<file path="src/resp_fifo.sv">
`timescale 1ns/1ps
`default_nettype none

module resp_fifo #(
  parameter type T = logic
) (
  input  logic clk_i,
  input  logic rst_ni,
  input  logic push_i,
  input  T     data_i,
  input  logic pop_i,
  output T     data_o,
  output logic valid_o,
  output logic full_o,
  output logic empty_o
);

  // Two storage slots
  T           mem_q [2];
  logic       wr_ptr_q;
  logic       rd_ptr_q;
  logic [1:0] count_q;

  logic do_push;
  logic do_pop;

  assign empty_o = (count_q == 2'd0);
  assign full_o  = (count_q == 2'd2);

  // Fall-through path when nothing is stored
  assign valid_o = !empty_o || push_i;
  assign data_o  = empty_o ? data_i : mem_q[rd_ptr_q];

  // Push consumed straight through does not touch storage
  assign do_push = push_i && !(empty_o && pop_i) && (!full_o || pop_i);
  assign do_pop  = pop_i && !empty_o;

  // ------------------------------------------------
  // Pointers and fill count
  // ------------------------------------------------
  always_ff @(posedge clk_i or negedge rst_ni) begin
    if (!rst_ni) begin
      wr_ptr_q <= 1'b0;
      rd_ptr_q <= 1'b0;
      count_q  <= 2'd0;
    end else begin
      if (do_push) begin
        wr_ptr_q <= !wr_ptr_q;
      end
      if (do_pop) begin
        rd_ptr_q <= !rd_ptr_q;
      end
      count_q <= count_q + {1'b0, do_push} - {1'b0, do_pop};
    end
  end

  // Storage
  always_ff @(posedge clk_i) begin
    if (do_push) begin
      mem_q[wr_ptr_q] <= data_i;
    end
  end

endmodule

`default_nettype wire

</file>
<file path="config.mk">
export PLATFORM = sky130hd
export DESIGN_NAME = resp_fifo
export DESIGN_NICKNAME = d
export VERILOG_FILES = /design/src/resp_fifo.sv
export SDC_FILE = /design/constraint.sdc
export NUM_CORES = 1
export LEC_CHECK = 0
export BUFFER_PORTS_ARGS = -buffer_cell sky130_fd_sc_hd__clkbuf_2
export CORE_AREA = 3 3 40 42
export CTS_CLUSTER_SIZE = 8
export DETAILED_ROUTE_END_ITERATION = 10
export DIE_AREA = 0 0 43 45
export PLACE_DENSITY = 0.4
export SYNTH_ARGS = -nofsm -noshare
export SYNTH_HDL_FRONTEND = slang
export SYNTH_SLANG_ARGS = --single-unit
export TNS_END_PERCENT = 10
</file>
<file path="constraint.sdc">
create_clock -name clk_i -period 1.5 [get_ports clk_i]
set_input_delay 0.15 -clock clk_i [delete_from_list [all_inputs] [get_ports clk_i]]
set_output_delay 0.15 -clock clk_i [all_outputs]
set_load 0.01 [all_outputs]
</file>
After elaboration in Yosys (flattened, before gate mapping)
Memories as Yosys holds them, arrays and structs flattened. Index checks and enable logic that the tools add are counted.

Eq/ne operators: 1. $mul: 0. Magnitude comparators: 0. Shifts and indexed selects: 0. Bitwise operators: 0. Div/mod/pow operators: 0. Add/sub/neg operators: 2. Muxes and demuxes: 3. Reduce and logical (&&, ||, !) cells: 12.

Operator list (count): zero test 1 bit (5); logical AND 1 bit (4); two-way mux 1 bit (3); adder 2 x 1 -> 2 bit (1); equality test 2 bit, second input constant (1); zero test 2 bit (1); logical OR 1 bit (2); subtractor 2 x 1 -> 2 bit (1).

Memories kept: 1. Memory bits (writable): 2. Output and inout bits: 4. Register bits: 4. Word-level logic and storage cells: 22. Memory bits (read-only): 0. Latch bits: 0.

Memories: mem_q (words 2, width 1, read ports 1, clocked after Yosys merged registers in 0, write ports 1, line 19) `T mem_q [2];`.

Longest topological paths before layout
Depth in word-level cells: 7. Depth in mapped cells: 7. Depth with buffers taken out: 7.

Worst setup path before layout
Ideal clock, no wire load.

Kind: register to register. From: register count_q[0]. To: register count_q[1]. Data required time: 1376 ps. Cell stages (with the launch flop): 8. Setup time: 124 ps. Setup slack: -149 ps. Arrival: 1524 ps. Path through: dfrtp_1 nor2_1 nor2b_1 ha_1 inv_1 ha_1 xnor2_1 xnor2_1.

RTL lines: start: declaration (line 22) `logic [1:0] count_q;`; start signal: assignment (line 53) `count_q <= count_q + {1'b0, do_push} - {1'b0, do_pop};`; zero test 2 bit (line 27) `assign empty_o = (count_q == 2'd0);`; via empty_o (line 15) `output logic empty_o`; zero test 1 bit (line 36) `assign do_pop = pop_i && !empty_o;`; logical AND 1 bit (line 36); via do_pop (line 25) `logic do_pop;`; subtractor 2 x 1 -> 2 bit (line 53).

The timed path passes the listed nets, and every way through them passes these cells. A chain may end at the register's enable or synchronous reset.

Worst setup path after layout
From: register count_q[1]. To: register count_q[1].

Word-level cells in the longest chain between the ends: 7.

RTL lines: zero test 2 bit (line 27); logical AND 1 bit (line 35) `assign do_push = push_i && !(empty_o && pop_i) && (!full_o || pop_i);`; zero test 1 bit (line 35); logical AND 1 bit (2 in series) (line 35); adder 2 x 1 -> 2 bit (line 53); subtractor 2 x 1 -> 2 bit (*) (line 53).

Every way passes the cells marked *; elsewhere a longest branch is shown, timed or not.

==> metrics.txt <==
fmax 0.6431 GHz; Fin. Hold Viols 0; Total Wirelength 588 um; Post-CTS Setup Inserts 0; Pint 0.0006012 W; Buffers on Ports 8; number of H-tree levels 1; Peak supply drop 0.8817 mV; Worst R2R Setup Slack -60 ps; RSZ-0062 raised after global routing yes; total CTS buffers 3; worst r2r path cells 7; DIE HEIGHT 45 um; vias in the first global route 250; gr ovfl total 0; Max Cap Viol 0; # DRC 0; pwr/cell area 2140 nW/um^2; Final Max Slew Viols 0; total number of vias 227; cell count after synthesis 25; CTS tree yes; worst min path class primary input to flip-flop; worst-path maximum fanout 3; design area 439.2 um^2; Ys Warns 0; Post-Place Cell Area 382.9 um^2; top cell type's share of synthesized area 34.04%; NetSw 0.0003387 W; ANT nets after route 0; clk buf depth 2; CP Class flip-flop to flip-flop; register area share after synthesis 54.47%; cell taking the most area after synthesis dfrtp_1; pin count of the biggest net entering global routing 6; slew at the pin closest to its max-slew limit 210.3 ps; Syn-to-layout area delta 49.36%; Unique masters post-synth 13; final core occ 34.18%; clk sink count 6; Period Utilization, post-route 103.7%; Crit. End Element flip-flop; clock power share 17.6%; Reg2Reg Launch Point count_q[1]; Layout Nets 49; Seq pwr share 35.6%; core footprint 1285 um^2; first-pass GRT wire length 1.076 mm; Setup Skew 2.211 ps; antenna violations before repair 0; Pleak 0.2005 nW; crit path launch type flip-flop; combinational power share 46.8%; async set or reset register ratio after synthesis 66.67%; reg2reg end count_q[1]; Ports 9; ys flop type dfrtp_1; Hold Path Depth 1; area occupied by registers 162.7 um^2; Syn Nets 32; worst hold endpoint mem_q[1]; row count 13; EDFF count, synth 2; ranking of synthesized cells by area dfrtp_1 (34%), edfxtp_1 (20%), xnor2_1 (12%); DRT Pass-1 Iters 2; multi-input logic area 151.4 um^2; drt via density 4.054; Reg clk slew, reported paths 50 ps; PnR worst setup slack -55.08 ps; share of cells above drive strength 1 51.22%; final setup TNS -55.08 ps; Initial DRC Count 2; Avg WL per Cell 10.50 um; Die Wd 43 um; failing checks setup timing; CP arrival 1710 ps; DIE AREA 1935 um^2; initial cell density of the core 22.88%; Final HPWL DP 472.9 um; top post-synthesis cells by count dfrtp_1 (4), xnor2_1 (4), nor2_1 (3); Syn Area/Cell 11.76 um^2; # setup viols final 1; Total Power 0.0009399 W; Hold Startpoint data_i; Total GRT Usage 8.382%; status complete, but fails checks; fill cell count 130; minimum clock period 1555 ps; #FFs+latches synth 6; max_slew headroom 85.95%; synthesized area 294.0 um^2; switching share of power 36.03%; CP Data Required Time 1660 ps; worst skew pair latency 240 ps; Ant. Diodes 0; clk root buf clkbuf_4; routability cong. 0.7226
placed cells by master (no fill, tap or decap), types with 2 or more instances in the layout:
cell and n:
clkbuf_2 8, dfrtp_1 2, dfrtp_2 2, nor2_1 2, inv_1 2, edfxtp_1 2, nor2b_1 2, xnor2_2 2
buf_4 3, clkbuf_4 3, xnor2_1 2
layout make-up:
class	count	share of cell area [%]
clock buffers	4	5.983
inverters	2	1.709
multi-input cells	17	34.47
flip-flops and latches	6	37.04
well taps	15	4.274
repair buffers	12	16.52
stage by stage:
stage                     setup slack, ps  std cells  hold WS, ps
after detailed placement           -110.1         51       -30.13
after global routing               -155.9         56        109.2
after CTS                          -56.25         56        113.9
after global placement             -12.69         51       -35.14
after floorplan                    -51.32         25       -145.6
final                              -55.08         56        115.4
cells by family after synthesis:
kind of cell,share of synthesized area (%)
buffers and inverters,2.554
DFF,54.47
AOI/OAI and AO/OA,4.680
muxes,3.404
and+or+nand+nor,11.49
xor gates and xnor gates,14.89
adders and majority gates,8.509
registers in the layout (all words and copies together), names as in the netlist:
name and cells:
rd_ptr_q 1, count_q 2, mem_q 2, wr_ptr_q 1
worst max-delay path, stage by stage (launching register included):
cell	delay (ps)
dfrtp_2	440
xnor2_2	150
o21ai_2	140
ha_1	240
inv_1	60
ha_2	180
xnor2_2	110
xnor2_1	140
what timing repair did:
action / in CTS / in global routing
hold buffers: 1 / 0
resized for setup: 5 / 0
endpoints found under the setup margin: 1 / 1
hold endpoints to repair: 4 / 0
worst max path at each step:
stage	from	to	slack, ps
CTS	count_q[1]	count_q[1]	-60
floorplan	count_q[1]	count_q[1]	-50
global route	count_q[1]	count_q[1]	-160
detailed placement	count_q[1]	count_q[1]	-110
finish	count_q[1]	count_q[1]	-60
global placement	count_q[1]	count_q[1]	-10
power groups by stage:
stage                     sequential (W)  combinational [W]  clock, W
after floorplan                 0.000318           0.000252         0
after global placement          0.000321           0.000394         0
after detailed placement        0.000329           0.000403         0
after CTS                       0.000337           0.000444  0.000172
after global routing            0.000349           0.000494  0.000187
final                           0.000335           0.000440  0.000166
layer usage:
| metal | global-route usage (%) | vias up | part of all wire (%) |
|---|---|---|---|
| met1 | 6.880 | 103 | 36 |
| met5 | 0 | - | 0 |
| li1 | - | 118 | - |
| met2 | 14.07 | 4 | 55 |
| met4 | 9.036 | 0 | 2.0 |
| met3 | 3.984 | 2 | 6.8 |
Power figures use the tool's default switching activity.
