## src/amo_pkg.sv

```systemverilog
`default_nettype none

// Atomic memory operation encoding
package amo_pkg;

  typedef enum logic [3:0] {
    AmoNone = 4'h0,
    AmoSwap = 4'h1,
    AmoAdd  = 4'h2,
    AmoAnd  = 4'h3,
    AmoOr   = 4'h4,
    AmoXor  = 4'h5,
    AmoMax  = 4'h6,
    AmoMaxu = 4'h7,
    AmoMin  = 4'h8,
    AmoMinu = 4'h9,
    AmoLr   = 4'hA,
    AmoSc   = 4'hB
  } amo_op_t;

  // True for ops that read, modify and write back a word
  function automatic logic is_rmw(amo_op_t op);
    return op inside {AmoSwap, AmoAdd, AmoAnd, AmoOr, AmoXor,
                      AmoMax, AmoMaxu, AmoMin, AmoMinu};
  endfunction

endpackage

`default_nettype wire

```

## src/tcdm_pkg.sv

```systemverilog
`default_nettype none

// Types shared across the TCDM bank
package tcdm_pkg;

  // ------------------------------------------------
  // Core identity
  // ------------------------------------------------
  localparam int unsigned NumCores    = 16;
  localparam int unsigned CoreIdWidth = $clog2(NumCores);

  typedef logic [CoreIdWidth-1:0] core_id_t;

  // ------------------------------------------------
  // Response metadata, returned untouched
  // ------------------------------------------------
  typedef struct packed {
    core_id_t   core_id;
    logic [7:0] tag;
  } tcdm_meta_t;

endpackage

`default_nettype wire

```

## src/amo_alu.sv

```systemverilog
`timescale 1ns/1ps
`default_nettype none

module amo_alu import amo_pkg::*; (
  input  amo_op_t     op_i,
  input  logic [31:0] mem_word_i,
  input  logic [31:0] operand_i,
  output logic [31:0] result_o
);

  logic        is_signed;
  logic        is_sub;
  logic [33:0] opa_ext;
  logic [33:0] opb_ext;
  logic [33:0] adder_sum;
  logic        mem_lt_op;

  // Signed compare needs sign extension, unsigned zero extension
  assign is_signed = (op_i == AmoMax) || (op_i == AmoMin);
  assign is_sub    = op_i inside {AmoMax, AmoMaxu, AmoMin, AmoMinu};

  assign opa_ext = {{2{is_signed & mem_word_i[31]}}, mem_word_i};
  assign opb_ext = {{2{is_signed & operand_i[31]}}, operand_i};

  // One adder for add and for compare
  // Subtract by inverting and feeding carry in
  assign adder_sum = opa_ext + (is_sub ? ~opb_ext : opb_ext) + {33'd0, is_sub};

  // Negative difference means memory word is smaller
  assign mem_lt_op = adder_sum[33];

  always_comb begin
    unique case (op_i)
      AmoSwap: result_o = operand_i;
      AmoAdd:  result_o = adder_sum[31:0];
      AmoAnd:  result_o = mem_word_i & operand_i;
      AmoOr:   result_o = mem_word_i | operand_i;
      AmoXor:  result_o = mem_word_i ^ operand_i;
      // Max keeps the larger one
      AmoMax,
      AmoMaxu: result_o = mem_lt_op ? operand_i : mem_word_i;
      // Min keeps the smaller one
      AmoMin,
      AmoMinu: result_o = mem_lt_op ? mem_word_i : operand_i;
      default: result_o = 32'd0;
    endcase
  end

endmodule

`default_nettype wire

```

## src/lrsc_reservation.sv

```systemverilog
`timescale 1ns/1ps
`default_nettype none

module lrsc_reservation import tcdm_pkg::*; import amo_pkg::*; #(
  parameter int unsigned AddrWidth  = 10,
  parameter bit          LrScEnable = 1'b1
) (
  input  logic                 clk_i,
  input  logic                 rst_ni,
  input  logic                 accept_i,
  input  amo_op_t              op_i,
  input  logic                 write_i,
  input  logic [AddrWidth-1:0] addr_i,
  input  core_id_t             core_i,
  output logic                 sc_success_o,
  output logic                 sc_pending_o,
  output logic                 sc_result_o
);

  // Reservation state
  logic                 res_valid_q, res_valid_d;
  logic [AddrWidth-1:0] res_addr_q, res_addr_d;
  core_id_t             res_core_q, res_core_d;

  logic holder;
  logic addr_hit;

  assign holder   = res_valid_q && (res_core_q == core_i);
  assign addr_hit = (res_addr_q == addr_i);

  always_comb begin
    res_valid_d  = res_valid_q;
    res_addr_d   = res_addr_q;
    res_core_d   = res_core_q;
    sc_success_o = 1'b0;
    if (accept_i && LrScEnable) begin
      // LR only takes a free slot or renews its own
      if (op_i == AmoLr && (!res_valid_q || holder)) begin
        res_valid_d = 1'b1;
        res_addr_d  = addr_i;
        res_core_d  = core_i;
      end
      // Store or RMW from someone else breaks it
      if (res_valid_q && !holder && addr_hit &&
          (is_rmw(op_i) || (write_i && op_i != AmoSc))) begin
        res_valid_d = 1'b0;
      end
      // SC from holder always consumes it
      if (op_i == AmoSc && holder) begin
        res_valid_d  = 1'b0;
        sc_success_o = addr_hit;
      end
    end
  end

  always_ff @(posedge clk_i or negedge rst_ni) begin
    if (!rst_ni) begin
      res_valid_q  <= 1'b0;
      sc_pending_o <= 1'b0;
      sc_result_o  <= 1'b0;
    end else begin
      res_valid_q  <= res_valid_d;
      // SC outcome seen one cycle later with the read data
      sc_pending_o <= LrScEnable && accept_i && (op_i == AmoSc);
      sc_result_o  <= sc_success_o;
    end
  end

  // Reserved address and owning core
  always_ff @(posedge clk_i) begin
    res_addr_q <= res_addr_d;
    res_core_q <= res_core_d;
  end

endmodule

`default_nettype wire

```

## src/tcdm_adapter.sv

```systemverilog
`timescale 1ns/1ps
`default_nettype none

module tcdm_adapter import tcdm_pkg::*; import amo_pkg::*; #(
  parameter int unsigned AddrWidth   = 10,
  parameter bit          RegisterAmo = 1'b0,
  parameter bit          LrScEnable  = 1'b1
) (
  input  logic                 clk_i,
  input  logic                 rst_ni,
  // Request side
  input  logic                 req_valid_i,
  output logic                 req_ready_o,
  input  logic [AddrWidth-1:0] req_addr_i,
  input  amo_op_t              req_amo_i,
  input  logic                 req_write_i,
  input  logic [31:0]          req_wdata_i,
  input  logic [3:0]           req_be_i,
  input  tcdm_meta_t           req_meta_i,
  // Response side
  output logic                 rsp_valid_o,
  input  logic                 rsp_ready_i,
  // FIFO control
  output logic                 meta_push_o,
  input  logic                 meta_valid_i,
  output logic                 rdata_push_o,
  output logic [31:0]          rdata_o,
  input  logic                 rdata_valid_i,
  input  logic                 rdata_full_i,
  input  logic                 rdata_empty_i,
  output logic                 pop_o,
  // SRAM side
  output logic                 mem_req_o,
  output logic                 mem_write_o,
  output logic [AddrWidth-1:0] mem_addr_o,
  output logic [31:0]          mem_wdata_o,
  output logic [3:0]           mem_be_o,
  input  logic [31:0]          mem_rdata_i
);

  typedef enum logic [1:0] {Idle, DoAmo, WriteBack} state_e;

  state_e               state_q, state_d;
  logic                 accept;
  logic                 gnt_q;
  logic                 wb_en;
  logic [31:0]          wb_data;
  amo_op_t              amo_op_q;
  logic [31:0]          amo_operand_q;
  logic [AddrWidth-1:0] amo_addr_q;
  logic [31:0]          amo_result, amo_result_q;
  logic                 sc_success_d, sc_pending_q, sc_result_q;

  // ------------------------------------------------
  // Handshakes
  // ------------------------------------------------
  // Only take requests with no response parked and no AMO running
  assign req_ready_o = (state_q == Idle) && rdata_empty_i && !rdata_full_i;
  assign accept      = req_valid_i && req_ready_o;
  assign meta_push_o = accept;
  // Response needs both halves
  assign rsp_valid_o = meta_valid_i && rdata_valid_i;
  assign pop_o       = rsp_valid_o && rsp_ready_i;

  // Read data lands one cycle after each access, write-back excluded
  always_ff @(posedge clk_i or negedge rst_ni) begin
    if (!rst_ni) begin
      gnt_q <= 1'b0;
    end else begin
      gnt_q <= mem_req_o && !wb_en;
    end
  end
  assign rdata_push_o = gnt_q;
  // SC answers 0 on success, 1 on failure
  assign rdata_o = sc_pending_q ? {31'd0, !sc_result_q} : mem_rdata_i;

  lrsc_reservation #(
    .AddrWidth  (AddrWidth),
    .LrScEnable (LrScEnable)
  ) i_lrsc_reservation (
    .clk_i        (clk_i),
    .rst_ni       (rst_ni),
    .accept_i     (accept),
    .op_i         (req_amo_i),
    .write_i      (req_write_i),
    .addr_i       (req_addr_i),
    .core_i       (req_meta_i.core_id),
    .sc_success_o (sc_success_d),
    .sc_pending_o (sc_pending_q),
    .sc_result_o  (sc_result_q)
  );

  // ------------------------------------------------
  // Atomics
  // ------------------------------------------------
  amo_alu i_amo_alu (
    .op_i       (amo_op_q),
    .mem_word_i (mem_rdata_i),
    .operand_i  (amo_operand_q),
    .result_o   (amo_result)
  );

  // Write-back cycle depends on the optional result register
  assign wb_en   = (state_q == WriteBack) || (state_q == DoAmo && !RegisterAmo);
  assign wb_data = RegisterAmo ? amo_result_q : amo_result;

  always_comb begin
    state_d = state_q;
    unique case (state_q)
      Idle:      if (accept && is_rmw(req_amo_i)) state_d = DoAmo;
      DoAmo:     state_d = RegisterAmo ? WriteBack : Idle;
      WriteBack: state_d = Idle;
      default:   state_d = Idle;
    endcase
  end

  // SRAM port, write-back claims it with a full word
  // An SC writes only when it succeeds
  always_comb begin
    mem_req_o   = accept;
    mem_write_o = (req_write_i && (req_amo_i != AmoSc)) || sc_success_d;
    mem_addr_o  = req_addr_i;
    mem_wdata_o = req_wdata_i;
    mem_be_o    = req_be_i;
    if (wb_en) begin
      mem_req_o   = 1'b1;
      mem_write_o = 1'b1;
      mem_addr_o  = amo_addr_q;
      mem_wdata_o = wb_data;
      mem_be_o    = 4'hF;
    end
  end

  always_ff @(posedge clk_i or negedge rst_ni) begin
    if (!rst_ni) begin
      state_q <= Idle;
    end else begin
      state_q <= state_d;
    end
  end

  // Op, operand and address of the running AMO
  always_ff @(posedge clk_i) begin
    if (accept && is_rmw(req_amo_i)) begin
      amo_op_q      <= req_amo_i;
      amo_operand_q <= req_wdata_i;
      amo_addr_q    <= req_addr_i;
    end
    if (state_q == DoAmo) begin
      amo_result_q <= amo_result;
    end
  end

endmodule

`default_nettype wire

```

## config.mk

```make
export PLATFORM = sky130hd
export DESIGN_NAME = tcdm_adapter
export DESIGN_NICKNAME = d
export VERILOG_FILES = /design/src/amo_pkg.sv /design/src/tcdm_pkg.sv /design/src/amo_alu.sv /design/src/lrsc_reservation.sv /design/src/tcdm_adapter.sv
export SDC_FILE = /design/constraint.sdc
export NUM_CORES = 1
export LEC_CHECK = 0
export BUFFER_PORTS_ARGS = -buffer_cell sky130_fd_sc_hd__buf_2
export CORE_UTILIZATION = 56
export CTS_BUF_LIST = sky130_fd_sc_hd__clkbuf_8
export CTS_CLUSTER_DIAMETER = 100
export CTS_CLUSTER_SIZE = 8
export DETAILED_ROUTE_END_ITERATION = 6
export PLACE_DENSITY = 0.86
export SYNTH_ARGS = -nofsm -noshare
export SYNTH_HDL_FRONTEND = slang
export SYNTH_SLANG_ARGS = --single-unit
```

## constraint.sdc

```tcl
create_clock -name clk_i -period 5.3 [get_ports clk_i]
set_input_delay 0.53 -clock clk_i [delete_from_list [all_inputs] [get_ports clk_i]]
set_output_delay 0.53 -clock clk_i [all_outputs]
set_load 0.1 [all_outputs]
```

# After elaboration in Yosys (flattened, before gate mapping)
# Index checks and enable logic that the tools add are counted.
[word_totals] reg_bits=66 in_bits=103 out_inout_bits=85 wordCells=94
[classes] n_addsub=2 n_eq_ne=26 mux=17 bitwise=6 n_reduce_logical=33
[op_table] cell="$pmux W32 S7" n=1
[op_table] cell="$mux W32" n=4
[op_table] cell="$add A34 B1 Y34" n=1
[op_table] cell="$add A34 B34 Y34" n=1
[op_table] cell="$mux W34" n=1
[op_table] cell="$not A34 Y34" n=1
[op_table] cell="$and A32 B32 Y32" n=1
[op_table] cell="$eq A4 B3 Y1 const B" n=8
[op_table] cell="$or A32 B32 Y32" n=1
[op_table] cell="$xor A32 B32 Y32" n=1
[op_table] cell="$eq A4 B4 Y1 const B" n=6
[op_table] cell="$eq A4 B2 Y1 const B" n=4
[op_table] cell="$logic_and A1 B1 Y1" n=15
[op_table] cell="$eq A10 B10 Y1" n=1
[op_table] cell="$mux W10" n=1
[op_table] cell="$reduce_bool A9 Y1" n=1
[op_table] cell="$eq A4 B1 Y1 const B" n=2
[op_table] cell="$mux W1" n=7
[op_table] cell="$logic_not A1 Y1" n=5
[op_table] cell="$logic_or A1 B1 Y1" n=5
[op_table] cell="$eq A4 B4 Y1" n=1
[op_table] cell="$mux W2" n=2
[op_table] cell="$mux W4" n=1
[op_table] cell="$ne A4 B4 Y1 const B" n=1
[op_table] cell="other kinds (9)" n=12

# Longest topological paths before layout
[depth] ltp_word=10 ltp_mapped=19 mapped_depth_nobuf=13

# Cells and area by module
# A second synthesis with hierarchy kept.
[unflattened] hier_cells=804 area_unflattened_um2=7398.3
[by_module_without_submodules] module="amo_alu" n_inst=1 cells_each=604 area_per_inst_um2=4360.4 seq_area_each_um2=0.0
[by_module_without_submodules] module="tcdm_adapter" n_inst=1 cells_each=148 area_per_inst_um2=2270.9 seq_area_each_um2=1431.4
[by_module_without_submodules] module="lrsc_reservation" n_inst=1 cells_each=52 area_per_inst_um2=767.0 seq_area_each_um2=495.5

# Least setup slack after synthesis
# OpenSTA, ideal clock, no wires.
[synth_timing] kind="reg2out" startpoint="register amo_op_q[1]" endpoint="output mem_wdata_o[1]" arrival_time_ns=7.094 required_time_ns=4.770 setup_slack_ns=-2.324 path_stages_with_launch=17 n_path_buf=4 cell_sequence="edfxtp_1 clkbuf_1 and3b_1 clkbuf_1 nor2_1 clkbuf_1 xnor2_1 ha_1 clkbuf_1 nand4_1 or4_1 nand3b_4 o211ai_2 o21ai_1 a21oi_1 nor3_2 o311ai_0"
[synth_between] elab_chain_len=10 elab_cells_between_ends=23 cone_classes="2 x add/sub; 9 x eq/ne; 5 x mux; 3 x bitwise; 4 x reduce/logical"
[synth_lines] element="start: declaration" line="tcdm_adapter.sv:48" source="amo_op_t amo_op_q;"
[synth_lines] element="start signal: assignment" line="tcdm_adapter.sv:145" source="amo_op_q <= req_amo_i;"
[synth_lines] element="$eq A4 B3 Y1 or $eq A4 B4 Y1 (tied branches)" line="amo_alu.sv:19, amo_alu.sv:20, amo_alu.sv:33"
[synth_lines] element="$logic_or A1 B1 Y1" line="amo_alu.sv:19" source="assign is_signed = (op_i == AmoMax) || (op_i == AmoMin);"
[synth_lines] element="$and A1 B1 Y1" line="amo_alu.sv:23" source="assign opb_ext = {{2{is_signed & operand_i[31]}}, operand_i};"
[synth_lines] element="$not A34 Y34" line="amo_alu.sv:27" source="assign adder_sum = opa_ext + (is_sub ? ~opb_ext : opb_ext) + {33'd0, is_sub};"
[synth_lines] element="$mux W34" line="amo_alu.sv:27"
[synth_lines] element="$add A34 B34 Y34" line="amo_alu.sv:27"
[synth_lines] element="$add A34 B1 Y34" line="amo_alu.sv:27"
[synth_lines] element="$mux W32, on equally long branches" line="amo_alu.sv:44, amo_alu.sv:41"
[synth_lines] element="$pmux W32 S7 (*)" line="amo_alu.sv:33" source="unique case (op_i)"
[synth_lines] element="$mux W32 (*)" line="tcdm_adapter.sv:125" source="if (wb_en) begin"
[synth_lines] element="end: declaration" line="tcdm_adapter.sv:36" source="output logic [31:0] mem_wdata_o,"
# Mark *: on every way between the ends. The rest lies on a longest branch, timed or not.

# Worst setup path in the final report
[layout_timing] startpoint="register amo_op_q[2]" endpoint="output mem_wdata_o[24]"
# The elaborated chain is that of the path after synthesis.

==> flow_summary.yaml <==
sta:
  finClkSkew_ns: 0.01222
  post-route-period-util_pct: 98.50
  finalHoldViolCount: 0
  slew_headroom_pct: 14.92
  fin_crit_ns: 5.220
  tightestPinTransition_ns: 1.269
  finalMaxSlewViolations: 0
  finalSetupViolCount: 0
  max_freq_mhz: 191.6
floorplanning:
  dieWidth_um: 117.7
  die_h_um: 117.7
  die-area_sq_mm: 0.01386
  ios: 188
  core_region_area_sq_mm: 0.01282
  initial_core_util_pct: 58.49
  num_rows: 41
cts:
  cts.path.max_buffers: 2
  clock-sinks: 65
  htree_levels: 3
  cts_buffers: 9
  clock-root-buffer: "clkbuf_8"
  clk_pin_slew_ns: 0.09
  clock_latency_ns: 0.39
  cts_tree: "yes"
grt:
  globalRouteTotalUtil_pct: 32.60
  grt_overflow_total: 0
  antenna_found_initial: 1
  grt_pass1_vias: 7502
  grt_pass1_wl_um: 36530
  grt_max_degree: 37
critical_path:
  required_ns: 4.77
  cp.arrival_ns: 4.69
  critPathKind: "flop to output port"
  endpoint_kind: "output port"
  crit_fanout: 16
  worstSetupStartpointType: "flop"
yosys:
  syn_area_sq_mm: 0.007501
  synth-seq-cells: 65
  syn_area_per_cell_sq_um: 8.622
  synth_warnings: 0
  synthArstFlopShare_pct: 7.692
  synth_cells: 870
  synth_edf_count: 60
  synth_top_area_share_pct: 24.02
  synth_ff_type: "edfxtp_1"
  yosysSeqAreaShare_pct: 25.69
  synth.largest_area_cell: "edfxtp_1"
  netlist_top_cells_area: "edfxtp_1 (24%), ha_1 (16%), xnor2_1 (6.7%), inv_1 (4.0%), o21ai_0 (3.7%)"
  synth_fp_nets: 1071
  yosysUniqueCellTypes: 73
layout:
  area_growth_pct: 28.31
  fin_cells: 1223
  final_cell_mix: "buf_2 (148), ha_1 (97), inv_1 (80)"
  drive_gt1_share_pct: 29.43
  fillers: 889
  layout.nets: 1246
  final_common_cell: "buf_2"
routing:
  wl_per_cell_um: 18.65
  routed_wl_um: 22800
  vias_per_cell: 6.255
  drtPass1Iterations: 7
  drt_iter0_drc: 660
  vias: 7650
  ant_nets: 0
  drc: 0
power_and_ir_drop:
  leakagePower_nw: 4.253
  power.total_w: 0.001865
  max-vdd-ir-drop_mv: 0.2308
  power_density_mw_per_mm2: 193.8
flow_run:
  drv_cap: 0
place:
  place_inst: 1196
  io_buffers: 179
  dpl.hpwl_um: 16540
  gp_congestion: 0.9722
outcome:
  status: "completed"
min_path:
  hp-class: "input pin to flop"
==> cell usage after synthesis, types with 13 or more instances <==
master / number
a21oi_1: 53
inv_1: 79
nor2_1: 71
a21o_1: 14
xnor2_1: 57
o21ai_0: 56
ha_1: 97
a221oi_1: 21
a22oi_1: 21
nand3_1: 13
clkbuf_1: 37
nand2_1: 62
edfxtp_1: 60
==> worst max-delay path: stages, from the launching register on <==
cell and delay (ns):
edfxtp_1 0.50, and3b_1 0.31, nor2_4 0.17, buf_6 0.25
a21boi_0 0.16, fa_1 0.47, a211oi_1 0.34, o211ai_1 0.22
a21oi_2 0.23, o31a_1 0.26, o21ai_2 0.12, o221ai_1 0.27
xnor2_1 0.14, and2_1 0.17, a2111o_1 0.39, buf_2 0.30
==> routing by layer <==
layer  GRT usage [%]  vias up  share of wire (%)
met4           14.34        0                3.0
met3           7.171       63                8.8
met5               0        -                  0
met1           40.09     3583                 40
li1                -     3592                  -
met2           54.52      412                 48
==> per-stage QoR <==
step                      utilization, %   TNS, ns  area (sq um)  worst slack, ns  hold WS [ns]
after floorplan                        -  -0.06037          7734         -0.06037        0.2344
after global placement             72.69         0          9323           0.3527        0.3520
after detailed placement           72.69         0          9323           0.2661        0.3503
after CTS                          74.23         0          9520         0.004425        0.3218
after global routing               75.04   -0.3787          9624         -0.06663        0.3236
final                              75.04         0          9624          0.07950        0.3309
==> where the power goes <==
part           total (W)  switching [W]  internal [W]
Combinational   0.000882       0.000600      0.000281
Sequential      0.000582      0.0000110      0.000571
Clock           0.000402       0.000234      0.000169
Total            0.00187       0.000845       0.00102
==> cell type report <==
| class | count | area, sq um | share of cell area [%] |
|---|---|---|---|
| Multi-Input combinational cell | 677 | 5376 | 55.86 |
| Sequential cell | 65 | 1927 | 20.02 |
| Timing Repair Buffer | 213 | 1635 | 16.99 |
| Inverter | 79 | 296.5 | 3.081 |
| Tap cell | 172 | 215.2 | 2.236 |
| Clock buffer | 9 | 123.9 | 1.287 |
| Clock inverter | 7 | 47.55 | 0.4940 |
| Antenna cell | 1 | 2.502 | 0.02600 |
==> path summary, 6_finish.rpt <==
check | from | to | slack [ns] | cells after the start
max | amo_op_q[2] | mem_wdata_o[24] | 0.08 | 15
min | req_wdata_i[7] | amo_operand_q[7] | 0.33 | 1
max reg2reg | state_q[0] | amo_operand_q[6] | 2.54 | 4
min reg2reg | i_lrsc_reservation.res_valid_q | i_lrsc_reservation.res_valid_q | 0.64 | 2
max in group asynchronous | rst_ni | i_lrsc_reservation.sc_pending_o | 4.68 | 2
min in group asynchronous | rst_ni | rdata_push_o | 0.48 | 2
==> what timing repair did <==
| action | CTS | global route |
|---|---|---|
| buffers inserted | 0 | 9 |
| pin swaps | 0 | 4 |
| endpoints found under the hold margin | 5 | 0 |
| hold buffers | 1 | 0 |
| endpoints found under the setup margin | 20 | 30 |
| gates resized for setup | 4 | 8 |
==> cells by family (layout without fill, tap and decap cells) <==
group / after synthesis / after routing / synth area share, %
adder cells (fa/ha/maj): 98 / 98 / 16.45
AO/OA/AOI/OAI: 281 / 281 / 27.19
flip-flops: 65 / 65 / 25.69
other: 0 / 1 / 0
multiplexers: 15 / 15 / 2.169
AND/OR/NAND/NOR: 214 / 214 / 13.58
XOR/XNOR: 69 / 69 / 8.057
buffers and inverters: 128 / 308 / 6.872
==> registers in the layout (all words and copies together), names as in the netlist <==
name / count
i_lrsc_reservation.res_core_q: 4
rdata_push_o: 1
i_lrsc_reservation.sc_result_o: 1
amo_operand_q: 32
i_lrsc_reservation.res_valid_q: 1
amo_op_q: 4
i_lrsc_reservation.sc_pending_o: 1
i_lrsc_reservation.res_addr_q: 10
state_q: 1
amo_addr_q: 10
Note: power is estimated with default switching activity, not from simulation.
